$ cat src/design/beeb_defs.svh
//////////////////////////////
// board constants for the beeb memory glue
// widths, memory sizes and mouse limits
//////////////////////////////
`ifndef BEEB_DEFS_SVH
`define BEEB_DEFS_SVH

// cpu external address, bit 18 picks ram
`define BEEB_ADDR_W 19
// byte offset inside one 16K bank
`define BEEB_OFFSET_W 14
// bank number field above the offset
`define BEEB_BANK_W 4

// dense rom image, only filled slots kept
`define BEEB_ROM_SLOTS 14
// 14 slots of 16K each
`define BEEB_ROM_WORDS (`BEEB_ROM_SLOTS * (1 << `BEEB_OFFSET_W))
// main ram bytes
`define BEEB_RAM_WORDS 212992

// largest mouse delta taken per packet
`define BEEB_MOUSE_STEP 10
// clamp range of the emulated axis
`define BEEB_AXIS_MIN (-128)
`define BEEB_AXIS_MAX 127

`endif
$ cat src/design/beeb_mouse_axis.sv
//////////////////////////////
// mouse to analog joystick
// clamped position, fire, joystick hand-off
//////////////////////////////
`timescale 1ns/1ps
`include "beeb_defs.svh"

module beeb_mouse_axis (
	input  logic        clk_sys,
	input  logic        rst_n,
	input  logic [24:0] mouse_pkt,
	input  logic [7:0]  joy_x,
	input  logic [7:0]  joy_y,
	input  logic [15:0] joy_buttons,
	input  logic        reset_req,
	input  logic        mouse_disable,
	output logic [11:0] axis_x,
	output logic [11:0] axis_y,
	output logic        axis_fire_n
);

	// saturate to [lo, hi]
	function automatic logic signed [8:0] clamp9(
		input logic signed [8:0] v,
		input int                lo,
		input int                hi
	);
		if (v < lo) begin
			return 9'(lo);
		end
		if (v > hi) begin
			return 9'(hi);
		end
		return v;
	endfunction

	// offset binary, inverted, widened by the top nibble
	function automatic logic [11:0] to_axis(input logic [7:0] src);
		logic [7:0] ofs;
		logic [7:0] val;
		ofs = {~src[7], src[6:0]};
		val = 8'hff - ofs;
		return {val, val[7:4]};
	endfunction

	logic               emu_mode;
	logic               stb_q;
	logic signed [8:0]  pos_x;
	logic signed [8:0]  pos_y;
	logic signed [8:0]  dx;
	logic signed [8:0]  dy;
	logic signed [8:0]  dx_c;
	logic signed [8:0]  dy_c;
	logic signed [8:0]  nx;
	logic signed [8:0]  ny;
	logic               pkt_new;
	logic               hand_off;
	logic [7:0]         src_x;
	logic [7:0]         src_y;

	//////////////////////////////
	// packet deltas
	//////////////////////////////

	// sign doubled over the upper 7 movement bits
	assign dx   = {mouse_pkt[4], mouse_pkt[4], mouse_pkt[15:9]};
	assign dy   = {mouse_pkt[5], mouse_pkt[5], mouse_pkt[23:17]};
	assign dx_c = clamp9(dx, -`BEEB_MOUSE_STEP, `BEEB_MOUSE_STEP);
	assign dy_c = clamp9(dy, -`BEEB_MOUSE_STEP, `BEEB_MOUSE_STEP);

	// y runs opposite to the mouse
	assign nx = pos_x + dx_c;
	assign ny = pos_y - dy_c;

	// toggle strobe marks a fresh packet
	assign pkt_new  = mouse_pkt[24] ^ stb_q;
	// real joystick or reset takes the axis back
	assign hand_off = (|joy_buttons) | reset_req | mouse_disable;

	always_ff @(posedge clk_sys or negedge rst_n) begin
		if (!rst_n) begin
			stb_q    <= 1'b0;
			emu_mode <= 1'b0;
			pos_x    <= '0;
			pos_y    <= '0;
		end else begin
			stb_q <= mouse_pkt[24];
			if (hand_off) begin
				emu_mode <= 1'b0;
				pos_x    <= '0;
				pos_y    <= '0;
			end else if (pkt_new) begin
				emu_mode <= 1'b1;
				pos_x    <= clamp9(nx, `BEEB_AXIS_MIN, `BEEB_AXIS_MAX);
				pos_y    <= clamp9(ny, `BEEB_AXIS_MIN, `BEEB_AXIS_MAX);
			end
		end
	end

	//////////////////////////////
	// outputs
	//////////////////////////////

	assign src_x = emu_mode ? pos_x[7:0] : joy_x;
	assign src_y = emu_mode ? pos_y[7:0] : joy_y;

	assign axis_x = to_axis(src_x);
	assign axis_y = to_axis(src_y);

	// active low, either mouse button in emulation
	assign axis_fire_n = ~(emu_mode ? |mouse_pkt[1:0] : joy_buttons[4]);

endmodule

$ cat config.mk
export PLATFORM = sky130hd
export DESIGN_NAME = beeb_mouse_axis
export DESIGN_NICKNAME = d
export VERILOG_FILES = /design/src/design/beeb_mouse_axis.sv
export VERILOG_INCLUDE_DIRS = /design/src /design/src/design
export SDC_FILE = /design/constraint.sdc
export NUM_CORES = 1
export LEC_CHECK = 0
export BUFFER_PORTS_ARGS = -buffer_cell sky130_fd_sc_hd__buf_4
export CORE_UTILIZATION = 40
export CTS_CLUSTER_SIZE = 24
export DETAILED_ROUTE_END_ITERATION = 8
export PLACE_DENSITY = 0.71
export RECOVER_POWER = 50
export SLEW_MARGIN = 10
export SYNTH_ARGS = -nofsm -noshare
export SYNTH_HDL_FRONTEND = slang
export SYNTH_SLANG_ARGS = --single-unit
$ cat constraint.sdc
create_clock -name clk_sys -period 3 [get_ports clk_sys]
set_input_delay 0.15 -clock clk_sys [delete_from_list [all_inputs] [get_ports clk_sys]]
set_output_delay 0.15 -clock clk_sys [all_outputs]
set_load 0.03 [all_outputs]
==> flow_metrics.py <==
metrics = {
    "clock_network": {
        "cts_tree": "done",
        "cts_buffers": 3,
        "path_clk_slew_ns": 0.08,
        "post-cts-setup-buffers": 0,
        "worstSkewPairLatency_ns": 0.26,
        "h-tree-depth": 1,
        "clock-root-buffer": "clkbuf_8",
        "clock-sinks": 20,
        "clockBufferDepth": 2,
    },
    "floorplan": {
        "core_area_um2": 4850,
        "initial_core_util": 0.427,
        "io_pins": 86,
        "die_h_um": 73.9,
        "die_w_um": 73.9,
        "die-area_um2": 5460,
        "rows": 25,
    },
    "critical_path": {
        "path_max_fanout": 5,
        "worstSetupStartpointType": "input port",
        "r2r_start": "pos_x[0]",
        "ff2ff_setup_slack_ns": 0.41,
        "rr_endpoint": "pos_x[3]",
        "critical_path_arrival_ns": 2.86,
        "path_class": "input port to register",
        "reg2reg_depth": 8,
        "worstPathRequired_ns": 3.14,
        "critPathCaptureType": "register",
    },
    "cells_and_area": {
        "diodes": 0,
        "finalNetCount": 392,
        "area_delta_synth_final_pct": 32.4,
        "fillCellCount": 450,
        "drive_gt1_frac": 0.292,
    },
    "synth": {
        "ys.warnings.count": 0,
        "syn_inst": 238,
        "async_flop_share": 1.00,
        "synth_area_leaders": "dfrtp_1 24%, ha_1 9.7%, mux2i_1 6.8%, o21ai_0 4.8%, a21oi_1 4.4%",
        "synth_edf_count": 0,
        "synth_top_cell_area_share": 0.242,
        "yosysSeqAreaShare": 0.242,
        "synth_area_leader_cell": "dfrtp_1",
        "netlist_area_um2": 2070,
        "synth_ff_type": "dfrtp_1",
        "synthDistinctLibCells": 50,
        "syn_avg_cell_area_um2": 8.69,
        "synth_nets": 317,
        "synth_seq_cells": 20,
    },
    "grt": {
        "grt_max_degree": 21,
        "grt_pass1_vias": 1907,
        "grt_pass1_wl_um": 8220,
        "grt-ovfl-total": 0,
        "antenna_found_initial": 0,
        "grt_usage": 0.191,
    },
    "sta": {
        "fin_crit_sh": 0.907,
        "fmax_mhz": 367,
        "grt_setup_unrepaired": "no",
        "drv_slew": 0,
        "layout_min_cycle_time_ns": 2.72,
        "setup_tns_ns": 0,
        "setup_violations": 0,
        "slew-limit-headroom": 0.293,
        "skew_ns": 0.00482,
        "worstMarginPinSlew_ns": 1.06,
        "hold_viol_final": 0,
    },
    "placed_design": {
        "gp_congestion": 0.846,
        "port_buffers": 79,
        "dp.final_hpwl_um": 4100,
    },
    "min_path": {
        "hold_class": "input port to register",
        "holdPathStages": 1,
        "holdPathEnd": "stb_q",
        "min-delay-start": "mouse_pkt[24]",
    },
    "pwr": {
        "p_leak_uw": 0.00132,
        "ir_drop_mv": 0.178,
        "p_total_uw": 759,
        "power_density_nw_per_um2": 277,
    },
    "drt": {
        "drt_iter0_markers": 78,
        "vias_per_cell": 5.44,
        "num_vias": 2062,
        "ant_nets": 0,
        "routed_wl_um": 5050,
        "drcViolationCount": 0,
        "first_pass_iters": 4,
        "wire_per_inst_um": 13.3,
    },
    "job": {
        "drv_cap": 0,
    },
    "outcome": {
        "status": "completed",
    },
}
[cell usage after synthesis (4+ instances only)]
master,n
a211oi_1,4
inv_1,9
nand2_1,19
clkbuf_1,7
dfrtp_1,20
ha_1,16
buf_4,8
a22oi_1,5
o21ai_0,20
mux2i_1,14
nor4_1,4
nand3_1,4
a221o_1,4
a21o_1,6
xor2_1,5
nor2_1,14
xnor2_1,10
o211ai_1,5
a21oi_1,18
[area by class of cell]
cell class                      instances  area [µm²]  area share
Clock buffer                            3        41.3      0.0151
Clock inverter                          1        30.0      0.0110
Inverter                                9        33.8      0.0123
Multi-Input combinational cell        192        1440       0.525
Sequential cell                        20         500       0.183
Tap cell                               67        83.8      0.0306
Timing Repair Buffer                   87         611       0.223
[per-stage QoR]
stage                     worst slack, ns  hold slack (ns)  cells   util  area [µm²]
final                               0.278           0.0336    379  0.565        2740
after global routing               0.0138           0.0322    379  0.565        2740
after CTS                           0.275           0.0128    379  0.574        2780
after detailed placement           0.0194           0.0437    374  0.557        2700
after global placement              0.120           0.0426    374  0.557        2700
after floorplan                     0.333           -0.146    238      -        2070
[placed cells by master, fill, tap and decap left out, types with 4 or more instances in the layout]
| cell | instances |
|---|---|
| nand2_1 | 19 |
| dfrtp_1 | 20 |
| o21ai_0 | 20 |
| nor2_1 | 14 |
| a211oi_1 | 4 |
| a21o_1 | 6 |
| a22oi_1 | 5 |
| nand3_1 | 4 |
| inv_1 | 9 |
| ha_1 | 16 |
| nor4_1 | 4 |
| buf_4 | 74 |
| o211ai_1 | 5 |
| xnor2_1 | 10 |
| a21oi_1 | 18 |
| a221o_1 | 4 |
| clkbuf_1 | 12 |
| xor2_1 | 5 |
| mux2i_1 | 14 |
[sequential cells by signal (all words and copies together) (netlist names)]
| name | count |
|---|---|
| emu_mode | 1 |
| pos_x | 9 |
| pos_y | 9 |
| stb_q | 1 |
[timing repair]
action | 4_1_cts | 5_1_grt
endpoints found under the setup margin | 0 | 0
hold buffers | 1 | 0
endpoints found under the hold margin | 20 | 0
gates resized for setup | 0 | 0
[worst max path at each step]
stage | start | to
global placement | mouse_pkt[17] | pos_y[1]
detailed placement | mouse_pkt[17] | pos_y[1]
finish | mouse_pkt[17] | pos_y[1]
CTS | mouse_pkt[17] | pos_y[5]
floorplan | mouse_pkt[17] | pos_y[6]
global route | mouse_pkt[17] | pos_y[4]
[cell families after synthesis]
kind of cell / synth area share
AND/OR/NAND/NOR: 0.128
adder cells (fa/ha/maj): 0.126
buffers and inverters: 0.0623
XOR/XNOR: 0.0635
AO/OA/AOI/OAI: 0.300
multiplexers: 0.0786
flip-flops: 0.242
[power by group]
group	leakage, µW	switching (µW)	internal (µW)	total [µW]
clock	0.0000357	87.7	178	266
combinational	0.00101	119	104	223
sequential	0.000277	0.277	270	270
[layer usage]
| layer | wire length (µm) | track usage |
|---|---|---|
| met5 | 0 | 0 |
| met1 | 2270 | 0.250 |
| met3 | 283 | 0.0137 |
| met2 | 2410 | 0.330 |
| met4 | 82 | 0.0684 |
[worst max-delay path, cell delays in order]
cell and delay (ns):
buf_4 0.11, a21oi_1 0.13, nor2b_1 0.06, o41ai_1 0.33, and3_1 0.25, ha_1 0.18
inv_1 0.06, fa_1 0.42, a211o_1 0.36, a211oi_1 0.22, o2bb2ai_1 0.12, and2_1 0.22
a22oi_1 0.16, o21ai_0 0.10
No activity file was read; power rests on OpenSTA's default activity.
